[src/f8_pkg.sv]
package f8_pkg;

	localparam int ADDR_W = 16;
	localparam int BANK_ADDR_W = 15;

	typedef logic [7:0] byte_t;
	typedef logic [15:0] word_t;
	typedef logic [BANK_ADDR_W-1:0] bank_addr_t;

	// opcode in [7:0], immediate or displacement in [15:8], direct address in [23:8]
	typedef logic [23:0] inst_t;

	typedef enum logic [7:0]
	{
		NOP = 8'h00,
		TRAP = 8'h01,
		LD_XL_IMMD = 8'h10,
		LD_XL_DIR = 8'h11,
		LD_DIR_XL = 8'h12,
		ADD_XL_IMMD = 8'h20,
		SUB_XL_IMMD = 8'h21,
		AND_XL_IMMD = 8'h22,
		OR_XL_IMMD = 8'h23,
		XOR_XL_IMMD = 8'h24,
		ADD_XL_DIR = 8'h28,
		LDW_Y_IMMD = 8'h30,
		INCW_Y = 8'h31,
		LDW_DIR_Y = 8'h32,
		JR_D = 8'h40,
		JRZ_D = 8'h41,
		JRNZ_D = 8'h42,
		JRC_D = 8'h43
	} opcode_t;

	// bits 5 to 7 of f are always zero
	typedef enum logic [2:0]
	{
		FLAG_H,
		FLAG_C,
		FLAG_N,
		FLAG_Z,
		FLAG_O
	} flag_pos_t;

	localparam word_t RESET_PC = 16'h4000;
	localparam word_t RESET_SP = 16'h0000;

	typedef enum logic [1:0]
	{
		REG_X = 2'd0,
		REG_Y = 2'd1,
		REG_Z = 2'd2
	} reg_sel_t;

	// be[0] is the low byte
	typedef struct packed
	{
		reg_sel_t sel;
		word_t data;
		logic [1:0] be;
	} reg_write_t;

	typedef struct packed
	{
		logic [ADDR_W-1:0] addr;
		word_t data;
		logic [1:0] be;
	} mem_write_t;

	typedef enum logic [2:0]
	{
		ALU_ADD,
		ALU_SUB,
		ALU_AND,
		ALU_OR,
		ALU_XOR
	} alu_op_t;

	typedef struct packed
	{
		logic h;
		logic c;
		logic n;
		logic z;
		logic o;
	} alu_flags_t;

	function automatic logic [1:0] opcode_size(opcode_t op);
		case (op)
			LD_XL_IMMD, ADD_XL_IMMD, SUB_XL_IMMD, AND_XL_IMMD, OR_XL_IMMD, XOR_XL_IMMD,
			JR_D, JRZ_D, JRNZ_D, JRC_D:
				return 2'd2;
			LD_XL_DIR, LD_DIR_XL, ADD_XL_DIR, LDW_Y_IMMD, LDW_DIR_Y:
				return 2'd3;
			default:
				return 2'd1;
		endcase
	endfunction

	function automatic logic opcode_loads_upper(opcode_t op);
		return opcode_size(op) == 2'd3;
	endfunction

	function automatic logic opcode_loads_operand(opcode_t op);
		return op == LD_XL_DIR || op == ADD_XL_DIR;
	endfunction

endpackage

[src/f8_alu.sv]
module f8_alu import f8_pkg::*; #(
	parameter type data_t = byte_t
) (
	input alu_op_t op,
	input data_t a,
	input data_t b,
	output data_t result,
	output alu_flags_t flags
);
	data_t b_in;
	logic carry_in;
	logic [$bits(data_t):0] sum;
	logic [4:0] low_sum;

	// subtract as a + ~b + 1
	assign carry_in = (op == ALU_SUB);
	assign b_in = carry_in ? ~b : b;
	assign sum = {1'b0, a} + {1'b0, b_in} + carry_in;
	assign low_sum = {1'b0, a[3:0]} + {1'b0, b_in[3:0]} + 5'(carry_in);

	always_comb
	begin
		flags = '0;
		case (op)
			ALU_ADD, ALU_SUB:
			begin
				result = sum[$bits(data_t)-1:0];
				flags.c = sum[$bits(data_t)];
				flags.h = low_sum[4];
				flags.o = (a[$bits(data_t)-1] == b_in[$bits(data_t)-1]) &&
					(result[$bits(data_t)-1] != a[$bits(data_t)-1]);
			end
			ALU_AND:
				result = a & b;
			ALU_OR:
				result = a | b;
			ALU_XOR:
				result = a ^ b;
			default:
				result = a;
		endcase
		flags.z = (result == '0);
		flags.n = result[$bits(data_t)-1];
	end

endmodule

[src/f8_regfile.sv]
module f8_regfile import f8_pkg::*; (
	input logic clk,
	input logic reset,
	input reg_write_t wr,
	input byte_t next_f,
	input word_t next_pc,
	output word_t x,
	output word_t y,
	output word_t z,
	output byte_t f,
	output word_t sp,
	output word_t pc
);
	word_t gpr [3];

	assign x = gpr[REG_X];
	assign y = gpr[REG_Y];
	assign z = gpr[REG_Z];

	// byte lanes written independently
	always_ff @(posedge clk)
	begin
		if (wr.be[0])
			gpr[wr.sel][7:0] <= wr.data[7:0];
		if (wr.be[1])
			gpr[wr.sel][15:8] <= wr.data[15:8];
	end

	always_ff @(posedge clk)
	begin
		if (reset)
		begin
			f <= '0;
			sp <= RESET_SP;
			pc <= RESET_PC;
		end
		else
		begin
			f <= {3'b000, next_f[4:0]};
			pc <= next_pc;
		end
	end

	a_no_fourth_reg: assert property (@(posedge clk) disable iff (reset)
		(|wr.be) |-> (wr.sel != 2'd3));

endmodule

[src/f8_mem_lanes.sv]
module f8_mem_lanes import f8_pkg::*; (
	input logic clk,
	input word_t mem_read_addr,
	input mem_write_t mem_wr,
	input byte_t rd_data_even,
	input byte_t rd_data_odd,
	output bank_addr_t rd_addr_even,
	output bank_addr_t rd_addr_odd,
	output bank_addr_t wr_addr_even,
	output bank_addr_t wr_addr_odd,
	output byte_t wr_data_even,
	output byte_t wr_data_odd,
	output logic wr_en_even,
	output logic wr_en_odd,
	output byte_t rd_lo_first,
	output byte_t rd_hi_first
);
	bank_addr_t rd_word;
	bank_addr_t wr_word;
	logic wr_odd;
	logic rd_odd_q;

	// odd start: second byte sits in the next even word
	assign rd_word = mem_read_addr[ADDR_W-1:1];
	assign rd_addr_odd = rd_word;
	assign rd_addr_even = mem_read_addr[0] ? rd_word + BANK_ADDR_W'(1) : rd_word;

	assign wr_word = mem_wr.addr[ADDR_W-1:1];
	assign wr_odd = mem_wr.addr[0];
	assign wr_addr_odd = wr_word;
	assign wr_addr_even = wr_odd ? wr_word + BANK_ADDR_W'(1) : wr_word;
	assign wr_data_even = wr_odd ? mem_wr.data[15:8] : mem_wr.data[7:0];
	assign wr_data_odd = wr_odd ? mem_wr.data[7:0] : mem_wr.data[15:8];
	assign wr_en_even = wr_odd ? mem_wr.be[1] : mem_wr.be[0];
	assign wr_en_odd = wr_odd ? mem_wr.be[0] : mem_wr.be[1];

	// data comes back a cycle later
	always_ff @(posedge clk)
	begin
		rd_odd_q <= mem_read_addr[0];
	end

	assign rd_lo_first = rd_odd_q ? rd_data_odd : rd_data_even;
	assign rd_hi_first = rd_odd_q ? rd_data_even : rd_data_odd;

	a_wr_addr_known: assert property (@(posedge clk)
		(|mem_wr.be) |-> !$isunknown(mem_wr.addr));

endmodule

[src/f8_fetch.sv]
module f8_fetch import f8_pkg::*; (
	input logic clk,
	input logic reset,
	input word_t pc,
	input byte_t rd_lo_first,
	input byte_t rd_hi_first,
	input logic branch_taken,
	output word_t mem_read_addr,
	output word_t next_pc,
	output inst_t inst,
	output word_t memop,
	output logic execute
);
	inst_t saved;
	logic rd_valid;
	logic upper_pend;
	logic operand_pend;
	logic load_upper;
	logic load_operand;
	opcode_t opcode;
	word_t target;

	// fresh bytes, or saved bytes plus the upper byte
	always_comb
	begin
		if (operand_pend)
			inst = saved;
		else if (upper_pend)
			inst = {rd_lo_first, saved[15:0]};
		else
			inst = {8'h00, rd_hi_first, rd_lo_first};
	end

	assign opcode = opcode_t'(inst[7:0]);
	assign memop = {rd_hi_first, rd_lo_first};

	assign load_upper = rd_valid && !upper_pend && !operand_pend && opcode_loads_upper(opcode);
	assign load_operand = upper_pend && opcode_loads_operand(opcode);
	assign execute = rd_valid && !load_upper && !load_operand;

	assign target = pc + {{8{inst[15]}}, inst[15:8]};

	always_comb
	begin
		if (!execute || opcode == TRAP)
			next_pc = pc;
		else if (branch_taken)
			next_pc = target;
		else
			next_pc = pc + word_t'(opcode_size(opcode));
	end

	always_comb
	begin
		if (load_upper)
			mem_read_addr = pc + 16'd2;
		else if (load_operand)
			mem_read_addr = inst[23:8];
		else
			mem_read_addr = next_pc;
	end

	// rd_valid low means the first read is still in flight
	always_ff @(posedge clk)
	begin
		if (reset)
		begin
			rd_valid <= 1'b0;
			upper_pend <= 1'b0;
			operand_pend <= 1'b0;
		end
		else
		begin
			rd_valid <= 1'b1;
			upper_pend <= load_upper;
			operand_pend <= load_operand;
		end
	end

	always_ff @(posedge clk)
	begin
		if (load_upper || load_operand)
			saved <= inst;
	end

	a_one_pending: assert property (@(posedge clk) disable iff (reset)
		!(upper_pend && operand_pend));

endmodule

[src/f8_execute.sv]
module f8_execute import f8_pkg::*; (
	input logic execute,
	input inst_t inst,
	input word_t memop,
	input word_t x,
	input word_t y,
	input byte_t f,
	output reg_write_t reg_wr,
	output mem_write_t mem_wr,
	output byte_t next_f,
	output logic branch_taken,
	output logic trap
);
	opcode_t opcode;
	alu_op_t op8;
	byte_t b8;
	byte_t res8;
	word_t res16;
	alu_flags_t fl8;
	alu_flags_t fl16;

	assign opcode = opcode_t'(inst[7:0]);

	always_comb
	begin
		case (opcode)
			SUB_XL_IMMD:
				op8 = ALU_SUB;
			AND_XL_IMMD:
				op8 = ALU_AND;
			OR_XL_IMMD:
				op8 = ALU_OR;
			XOR_XL_IMMD:
				op8 = ALU_XOR;
			default:
				op8 = ALU_ADD;
		endcase
	end

	assign b8 = (opcode == ADD_XL_DIR) ? memop[7:0] : inst[15:8];

	f8_alu #(.data_t(byte_t)) alu8 (.op(op8), .a(x[7:0]), .b(b8), .result(res8), .flags(fl8));

	// only incw uses the word unit
	f8_alu #(.data_t(word_t)) alu16 (.op(ALU_ADD), .a(y), .b(word_t'(1)), .result(res16),
		.flags(fl16));

	always_comb
	begin
		reg_wr = '{sel: REG_X, data: '0, be: 2'b00};
		mem_wr = '{addr: '0, data: '0, be: 2'b00};
		next_f = f;
		if (execute)
		begin
			case (opcode)
				LD_XL_IMMD:
					reg_wr = '{sel: REG_X, data: {8'h00, inst[15:8]}, be: 2'b01};
				LD_XL_DIR:
				begin
					reg_wr = '{sel: REG_X, data: {8'h00, memop[7:0]}, be: 2'b01};
					next_f[FLAG_Z] = (memop[7:0] == 8'h00);
					next_f[FLAG_N] = memop[7];
				end
				ADD_XL_IMMD, SUB_XL_IMMD, ADD_XL_DIR:
				begin
					reg_wr = '{sel: REG_X, data: {8'h00, res8}, be: 2'b01};
					next_f[FLAG_H] = fl8.h;
					next_f[FLAG_C] = fl8.c;
					next_f[FLAG_N] = fl8.n;
					next_f[FLAG_Z] = fl8.z;
					next_f[FLAG_O] = fl8.o;
				end
				AND_XL_IMMD, OR_XL_IMMD, XOR_XL_IMMD:
				begin
					reg_wr = '{sel: REG_X, data: {8'h00, res8}, be: 2'b01};
					next_f[FLAG_N] = fl8.n;
					next_f[FLAG_Z] = fl8.z;
				end
				LDW_Y_IMMD:
				begin
					reg_wr = '{sel: REG_Y, data: inst[23:8], be: 2'b11};
					next_f[FLAG_Z] = (inst[23:8] == 16'h0000);
					next_f[FLAG_N] = inst[23];
				end
				INCW_Y:
				begin
					// h is left alone for word ops
					reg_wr = '{sel: REG_Y, data: res16, be: 2'b11};
					next_f[FLAG_C] = fl16.c;
					next_f[FLAG_N] = fl16.n;
					next_f[FLAG_Z] = fl16.z;
					next_f[FLAG_O] = fl16.o;
				end
				LD_DIR_XL:
					mem_wr = '{addr: inst[23:8], data: {8'h00, x[7:0]}, be: 2'b01};
				LDW_DIR_Y:
					mem_wr = '{addr: inst[23:8], data: y, be: 2'b11};
				default:
				begin
				end
			endcase
		end
	end

	always_comb
	begin
		case (opcode)
			JR_D:
				branch_taken = execute;
			JRZ_D:
				branch_taken = execute && f[FLAG_Z];
			JRNZ_D:
				branch_taken = execute && !f[FLAG_Z];
			JRC_D:
				branch_taken = execute && f[FLAG_C];
			default:
				branch_taken = 1'b0;
		endcase
	end

	assign trap = execute && (opcode == TRAP);

endmodule

[src/f8_core.sv]
module f8_core import f8_pkg::*; (
	input logic clk,
	input logic reset,
	output bank_addr_t mem_read_addr_even,
	input byte_t mem_read_data_even,
	output bank_addr_t mem_write_addr_even,
	output byte_t mem_write_data_even,
	output logic mem_write_en_even,
	output bank_addr_t mem_read_addr_odd,
	input byte_t mem_read_data_odd,
	output bank_addr_t mem_write_addr_odd,
	output byte_t mem_write_data_odd,
	output logic mem_write_en_odd,
	output logic trap
);
	word_t x;
	word_t y;
	byte_t f;
	byte_t next_f;
	word_t pc;
	word_t next_pc;
	reg_write_t reg_wr;
	mem_write_t mem_wr;
	word_t mem_read_addr;
	byte_t rd_lo_first;
	byte_t rd_hi_first;
	inst_t inst;
	word_t memop;
	logic execute;
	logic branch_taken;

	f8_regfile regs (.clk(clk), .reset(reset), .wr(reg_wr), .next_f(next_f),
		.next_pc(next_pc), .x(x), .y(y), .z(), .f(f), .sp(), .pc(pc));

	f8_mem_lanes lanes (.clk(clk), .mem_read_addr(mem_read_addr), .mem_wr(mem_wr),
		.rd_data_even(mem_read_data_even), .rd_data_odd(mem_read_data_odd),
		.rd_addr_even(mem_read_addr_even), .rd_addr_odd(mem_read_addr_odd),
		.wr_addr_even(mem_write_addr_even), .wr_addr_odd(mem_write_addr_odd),
		.wr_data_even(mem_write_data_even), .wr_data_odd(mem_write_data_odd),
		.wr_en_even(mem_write_en_even), .wr_en_odd(mem_write_en_odd),
		.rd_lo_first(rd_lo_first), .rd_hi_first(rd_hi_first));

	f8_fetch fetch (.clk(clk), .reset(reset), .pc(pc), .rd_lo_first(rd_lo_first),
		.rd_hi_first(rd_hi_first), .branch_taken(branch_taken),
		.mem_read_addr(mem_read_addr), .next_pc(next_pc), .inst(inst), .memop(memop),
		.execute(execute));

	f8_execute exec (.execute(execute), .inst(inst), .memop(memop), .x(x), .y(y), .f(f),
		.reg_wr(reg_wr), .mem_wr(mem_wr), .next_f(next_f), .branch_taken(branch_taken),
		.trap(trap));

endmodule

[config.mk]
export PLATFORM = sky130hd
export DESIGN_NAME = f8_core
export DESIGN_NICKNAME = d
export VERILOG_FILES = /design/src/f8_pkg.sv /design/src/f8_alu.sv /design/src/f8_regfile.sv /design/src/f8_mem_lanes.sv /design/src/f8_fetch.sv /design/src/f8_execute.sv /design/src/f8_core.sv
export SDC_FILE = /design/constraint.sdc
export NUM_CORES = 1
export LEC_CHECK = 0
export BUFFER_PORTS_ARGS = -buffer_cell sky130_fd_sc_hd__buf_2
export CELL_PAD_IN_SITES_DETAIL_PLACEMENT = 1
export CELL_PAD_IN_SITES_GLOBAL_PLACEMENT = 1
export CORE_ASPECT_RATIO = 0.75
export CORE_MARGIN = 4
export CORE_UTILIZATION = 40
export CTS_CLUSTER_SIZE = 10
export DETAILED_ROUTE_END_ITERATION = 8
export PLACE_DENSITY_LB_ADDON = 0.25
export SLEW_MARGIN = 20
export SYNTH_ARGS = -nofsm -noshare
export SYNTH_HDL_FRONTEND = slang
export SYNTH_SLANG_ARGS = --single-unit
[constraint.sdc]
create_clock -name clk -period 5.3 [get_ports clk]
set_clock_uncertainty 0.1 [all_clocks]
set_input_delay 0.53 -clock clk [delete_from_list [all_inputs] [get_ports clk]]
set_output_delay 0.53 -clock clk [all_outputs]
set_load 0.01 [all_outputs]
# --- Word level (Yosys, flattened, before mapping) ---
# Memories as Yosys holds them, arrays and structs flattened.
# Index checks and enable logic that the tools add are counted.
# W data, S select, Z words.
totals:
  regBits: 47
  ram_bits: 48
  output_inout_bits: 79
  word_cells: 110
  n_memories: 1
op_classes:
  n_addsub: 8
  n_eq_ne: 22
  n_mux: 34
  bitwise: 4
  n_reduce_logical: 33
mem_list:
  columns: ["name", "depth", "width", "read_ports", "rd_ports_with_merged_regs", "write_ports", "line_no", "text"]
  rows:
  - ["regs.gpr", 3, 16, 2, 0, 1, "f8_regfile.sv:14", "word_t gpr [3];"]
op_table:
  columns: ["cell", "n"]
  rows:
  - ["$pmux W19 S5", 1]
  - ["$eq A8 B6 Y1 const B", 9]
  - ["$pmux W34 S2", 1]
  - ["$mux W16", 4]
  - ["$mux W24", 2]
  - ["$mux W8", 6]
  - ["$mux W34", 1]
  - ["$eq A8 B7 Y1 const B", 4]
  - ["$logic_not A16 Y1", 2]
  - ["$pmux W8 S4", 1]
  - ["$add A15 B1 Y15 const B", 2]
  - ["$mux W15", 2]
  - ["$eq A8 B5 Y1 const B", 3]
  - ["$mux W20", 1]
  - ["$add A16 B1 Y17 const B", 1]
  - ["$add A16 B16 Y16", 1]
  - ["$add A16 B2 Y16", 1]
  - ["$add A16 B2 Y16 const B", 1]
  - ["$logic_not A8 Y1", 2]
  - ["$pmux W3 S4", 1]
  - ["$logic_and A1 B1 Y1", 10]
  - ["$reduce_or A10 Y1", 1]
  - ["$add A8 B8 Y9", 1]
  - ["$add A9 B1 Y9", 1]
  - ["other kinds (25)", 42]

# --- Longest topological paths before layout ---
depth:
  word_depth: 22
  mapped_depth: 25
  ltp_nobuf: 22

# --- Hierarchy ---
# From an unflattened synthesis, not the netlist that was laid out.
unflattened:
  hier_cells: 1275
  hier_area_um2: 11210.8
by_module_without_submodules:
  columns: ["mod", "instances", "cells_per_inst", "area_per_inst_um2"]
  rows:
  - ["f8_fetch", 1, 355, 3101.7]
  - ["f8_alu at exec.alu16", 1, 319, 2240.9]
  - ["f8_regfile", 1, 118, 2205.9]
  - ["f8_mem_lanes", 1, 149, 1297.5]
  - ["f8_execute", 1, 176, 1238.7]
  - ["f8_alu at exec.alu8", 1, 158, 1126.1]

# --- Least setup slack after synthesis ---
# No wires, ideal clock.
synth_path:
  path_kind: "input-to-output"
  start: "in mem_read_data_odd[6]"
  end: "out mem_read_addr_even[13]"
  arrival_time_ns: 5.017
  setup_slack_ns: -0.347
  cell_stages: 22
  path_buffers: 2
  path_cell_list: "mux2_2 mux2i_4 inv_1 nor4_4 and4_1 buf_2 o32ai_2 buf_2 nand3_1 o21ai_0 ha_1 fa_1 nand3_1 a31oi_1 o211ai_1 o21ai_0 xor2_1 mux2i_1 a221oi_2 and4b_1 nand4_1 xnor2_1"
synth_via:
  elab_chain_len: 19
  word_cells_on_any_way: 47
synth_lines:
  columns: ["item", "line_no", "text"]
  rows:
  - ["from (decl)", "f8_core.sv:10", "input byte_t mem_read_data_odd,"]
  - ["$mux W8 (*)", "f8_mem_lanes.sv:43", "assign rd_lo_first = rd_odd_q ? rd_data_odd : rd_data_even;"]
  - ["$mux W24 (*)", "f8_fetch.sv:28", "else if (upper_pend)"]
  - ["$mux W24 (*)", "f8_fetch.sv:26", "if (operand_pend)"]
  - ["via exec.inst[6]", "f8_execute.sv:3", "input inst_t inst,"]
  - ["parallel branches: the longest is 13 deep, another holds $add A16 B2 Y16", null, null]
  - ["$mux W16 (*)", "f8_fetch.sv:55", "if (load_upper)"]
  - ["via fetch.mem_read_addr[12]", "f8_fetch.sv:8", "output word_t mem_read_addr,"]
  - ["$add A15 B1 Y15 (*)", "f8_mem_lanes.sv:26", "assign rd_addr_even = mem_read_addr[0] ? rd_word + BANK_ADDR_W'(1) : rd_word;"]
  - ["$mux W15 (*)", "f8_mem_lanes.sv:26", null]
  - ["to (decl)", "f8_core.sv:4", "output bank_addr_t mem_read_addr_even,"]
# Mark *: on every way through the listed nets, which the timed path passes. The select of a mux whose other input is x is not followed.

# --- Worst setup path after layout ---
layout_path:
  start: "reg lanes.rd_odd_q"
  end: "out mem_read_addr_even[14]"
layout_via:
  elab_chain_len: 19
  word_cells_on_any_way: 47
layout_lines:
  columns: ["item", "line_no", "text"]
  rows:
  - ["from (decl)", "f8_mem_lanes.sv:21", "logic rd_odd_q;"]
  - ["from (signal assigned)", "f8_mem_lanes.sv:40", "rd_odd_q <= mem_read_addr[0];"]
  - ["$mux W8", "f8_mem_lanes.sv:43", null]
  - ["$mux W24 (*)", "f8_fetch.sv:28", null]
  - ["$mux W24 (*)", "f8_fetch.sv:26", null]
  - ["parallel branches: the longest is 13 deep, another holds $add A16 B2 Y16", null, null]
  - ["$mux W16 (*)", "f8_fetch.sv:55", null]
  - ["$add A15 B1 Y15", "f8_mem_lanes.sv:26", null]
  - ["$mux W15 (*)", "f8_mem_lanes.sv:26", null]
# Mark *: on every way between the ends. The select of a mux whose other input is x is not followed.

==> flow_summary.ini <==
[status]
outcome = complete, but fails checks
failing_checks = DRC, setup timing

[clocking]
clk_latency_ns = 0.35
tritoncts = yes
maximum_root_to_sink_buffer_count = 2
path_clk_slew_ns = 0.06
cts_hold_buffers = 0
clock-sinks = 70
cts_made_buffers = 9
root_buffer = clkbuf_16
ctsHtreeMaxLevel = 3

[timing]
hold_slack_ns = 0.414
slew_headroom = 0.340
setup_tns_ns = -10.13
finalMaxSlewViolations = 0
grt_setup_unrepaired = yes
final_min_period_over_clock_period = 1.14
period_minus_slack_ns = 6.02
worst-slew-pin-transition_ns = 0.982
report.final.hold_viol_count = 0
fmax_mhz = 166
setup_viol_count_final = 23
post-route-worst-setup-slack_ns = -0.716

[floorplan]
io_pins = 97
core_area_um2 = 18600
starting_density = 0.408
die_height_um = 127
floorplan.rows = 43
die_width_um = 167
die_area_um2 = 21200

[logic_synthesis]
number_of_different_library_cells_in_the_post_synthesis_netlist = 82
syn_area_per_cell_um2 = 7.89
synth-async-reset-ratio = 0
syn-instance-count = 959
synth-main-ff-cell = edfxtp_1
seq_area_frac_synth = 0.249
synth_edf_count = 48
postSynthNetCount = 1022
ys_seq_elements = 70
synth_area_um2 = 7570
synthesis.yosys.warnings = 0

[global_route]
initial_antenna_violation_count = 0
gr-usage-met2 = 0.460
met1_demand_to_capacity_share_in_global_routing = 0.462
wire_length_of_the_first_global_routing_pass_um = 52100
grt.met3_usage = 0.0783
grt_start_max_net_pins = 43
grt_pass1_vias = 8716
grt_remaining_overflow = 0
track_usage = 0.312
most_used_layer_global_route = met1

[cells_and_area]
multiInputGateArea_um2 = 5670
final_layout_size_suffix_gt1_frac = 0.347
final_cell_count_no_fill = 1436
sequential_cell_area_um2 = 1880
area.growth.synth_to_final_pct = 36.0
post-route-cell-area_um2 = 10300
antenna_cells = 0
num-fill-cells = 2246
net_count_final = 1247

[power]
cellPowerDensity_nw_per_um2 = 193
design_power_total_mw = 1.98
power.leakage_nw = 4.47
worst_ir_drop_vdd_mv = 0.135

[worst_setup_path]
critical-path-slowest-cell = or3_4
worst-path-max-fanout = 6
timing.critical_path.to_type = output port
critPathRequiredTime_ns = 4.67
critical_path_class = register to output port
cpMostUsedCell = buf_6
slowest_delay_ns = 0.46
r2r_setup_slack_ns = 0.15
crit_chain = buf_6 -> mux2_4 -> mux2i_4 -> buf_6 -> buf_6 -> nand4_1 -> or3_4 -> a21oi_4 -> nand3_4 -> o22a_1 -> buf_4 -> fa_2 -> a21o_1 -> a21oi_2 -> xnor2_2 -> nand3_2 -> a32oi_4 -> nand4_4 -> nor4b_4 -> nand4_1 -> xnor2_2 -> buf_2
setup.worst_path.start_class = register
arrival_time_reported_for_the_critical_path_endpoint_ns = 5.39

[job]
max_cap_viol_count = 0

[placed_design]
hpwlAfterDp_um = 25700
post-place-cells = 1385
place.port_buffers = 96
gp_congestion = 0.952
dpl_cell_area_um2 = 9230

[route]
vias = 8960
drt_first_iter_violations = 1080
antenna_violating_nets_post_route = 0
dr_drc_count = 2
drt_pass1_iterations = 9
wl_per_cell_um = 24.9
route.final.wire_length_um = 35800
avgViaCountPerCell = 6.24

[hold_path]
hp-class = register to register
-- cells by family (layout without fill, tap and decap cells) --
group / count (synthesis) / after routing / synth area share
muxes: 32 / 32 / 0.0565
adders and majority gates: 45 / 45 / 0.0764
AOI/OAI and AO/OA: 253 / 253 / 0.226
buffers and inverters: 112 / 342 / 0.0673
DFF: 70 / 70 / 0.249
xor gates and xnor gates: 79 / 79 / 0.0914
and+or+nand+nor: 368 / 368 / 0.234
-- per-layer routing --
| layer | wire, um | part of all wire | vias up |
|---|---|---|---|
| li1 | - | - | 3911 |
| met1 | 15400 | 0.43 | 4403 |
| met2 | 15500 | 0.43 | 570 |
| met3 | 4140 | 0.12 | 76 |
| met4 | 768 | 0.021 | 0 |
| met5 | 0 | 0 | - |
-- metrics by stage --
step	setup WS, ns	util
3_5_place_dp	-0.416	0.497
6_report	-0.716	0.555
4_1_cts	-0.532	0.537
2_1_floorplan	-0.0914	-
5_1_grt	-0.963	0.555
3_3_place_gp	-0.336	0.497
-- flip-flops by register name, indices dropped and copies added, names as in the netlist --
register,count
regs.pc,16
regs.gpr,24
fetch.operand_pend,1
fetch.saved,24
regs.f,2
fetch.rd_valid,1
fetch.upper_pend,1
lanes.rd_odd_q,1
-- synthesized netlist by cell type, types with 21 or more instances --
master / instances / area, um2
a21oi_1: 87 / 435
clkbuf_1: 28 / 105
ha_1: 43 / 538
o21ai_0: 44 / 220
xnor2_1: 48 / 420
nand3_1: 37 / 185
xor2_1: 31 / 272
dfxtp_1: 22 / 440
nor2_1: 108 / 405
inv_1: 44 / 165
edfxtp_1: 48 / 1440
o211ai_1: 21 / 158
nand2_1: 121 / 454
-- critical path, delay by kind of cell, from the launching register on --
kind / cells / cell delay (ns)
AND/OR/NAND/NOR: 7 / 1.62
AO/OA/AOI/OAI: 5 / 1.17
buffers and inverters: 5 / 0.65
multiplexers: 2 / 0.55
adder cells (fa/ha/maj): 1 / 0.38
flip-flops: 1 / 0.34
XOR/XNOR: 2 / 0.29
-- cell type report --
type                            count  share of cell area
Clock buffer                       15              0.0280
Clock inverter                      1            0.000365
Timing Repair Buffer              274               0.189
Multi-Input combinational cell    777               0.550
Tap cell                          247              0.0300
Inverter                           52              0.0190
Sequential cell                    70               0.183
-- worst paths after layout --
path,start,to,depth (start not counted)
worst max-delay path,lanes.rd_odd_q,mem_read_addr_even[14],22
worst min-delay path,regs.f[1],regs.f[1],2
worst max register to register,lanes.rd_odd_q,regs.f[1],26
worst min register to register,regs.f[1],regs.f[1],2
-- report_power, final --
part / leakage, nW / switching [mW] / internal, mW
registers: 0.675 / 0.0181 / 0.593
logic: 3.65 / 0.452 / 0.307
clock network: 0.144 / 0.245 / 0.368
total: 4.47 / 0.715 / 1.27
-- placed cells by master, fill, tap and decap left out, drive strengths merged, types with 3 or more instances in the layout --
master and instances:
xnor2 48, a222oi 3, nor3 17, a21o 10, nor2 110, or3 7
dfxtp 22, nand4 21, nor4 19, o31ai 4, or4 3, o41ai 3
xor2 31, nor2b 7, or2 4, o22ai 10, mux2 10, inv 52
a221oi 6, o21bai 3, a22o 5, nand3 37, clkbuf 15, a31oi 3
a21oi 90, a211oi 7, and3 9, buf 274, a22oi 14, nand2 122
o21ai 47, mux2i 22, ha 43, a32oi 6, o211ai 21, nand2b 5
edfxtp 48, o21a 4
-- timing repair --
item | in CTS | in global routing
buffers inserted | 24 | 14
endpoints found under the setup margin | 24 | 40
pin swaps | 37 | 48
resized for setup | 63 | 48
Note: power is estimated with default switching activity, not from simulation.
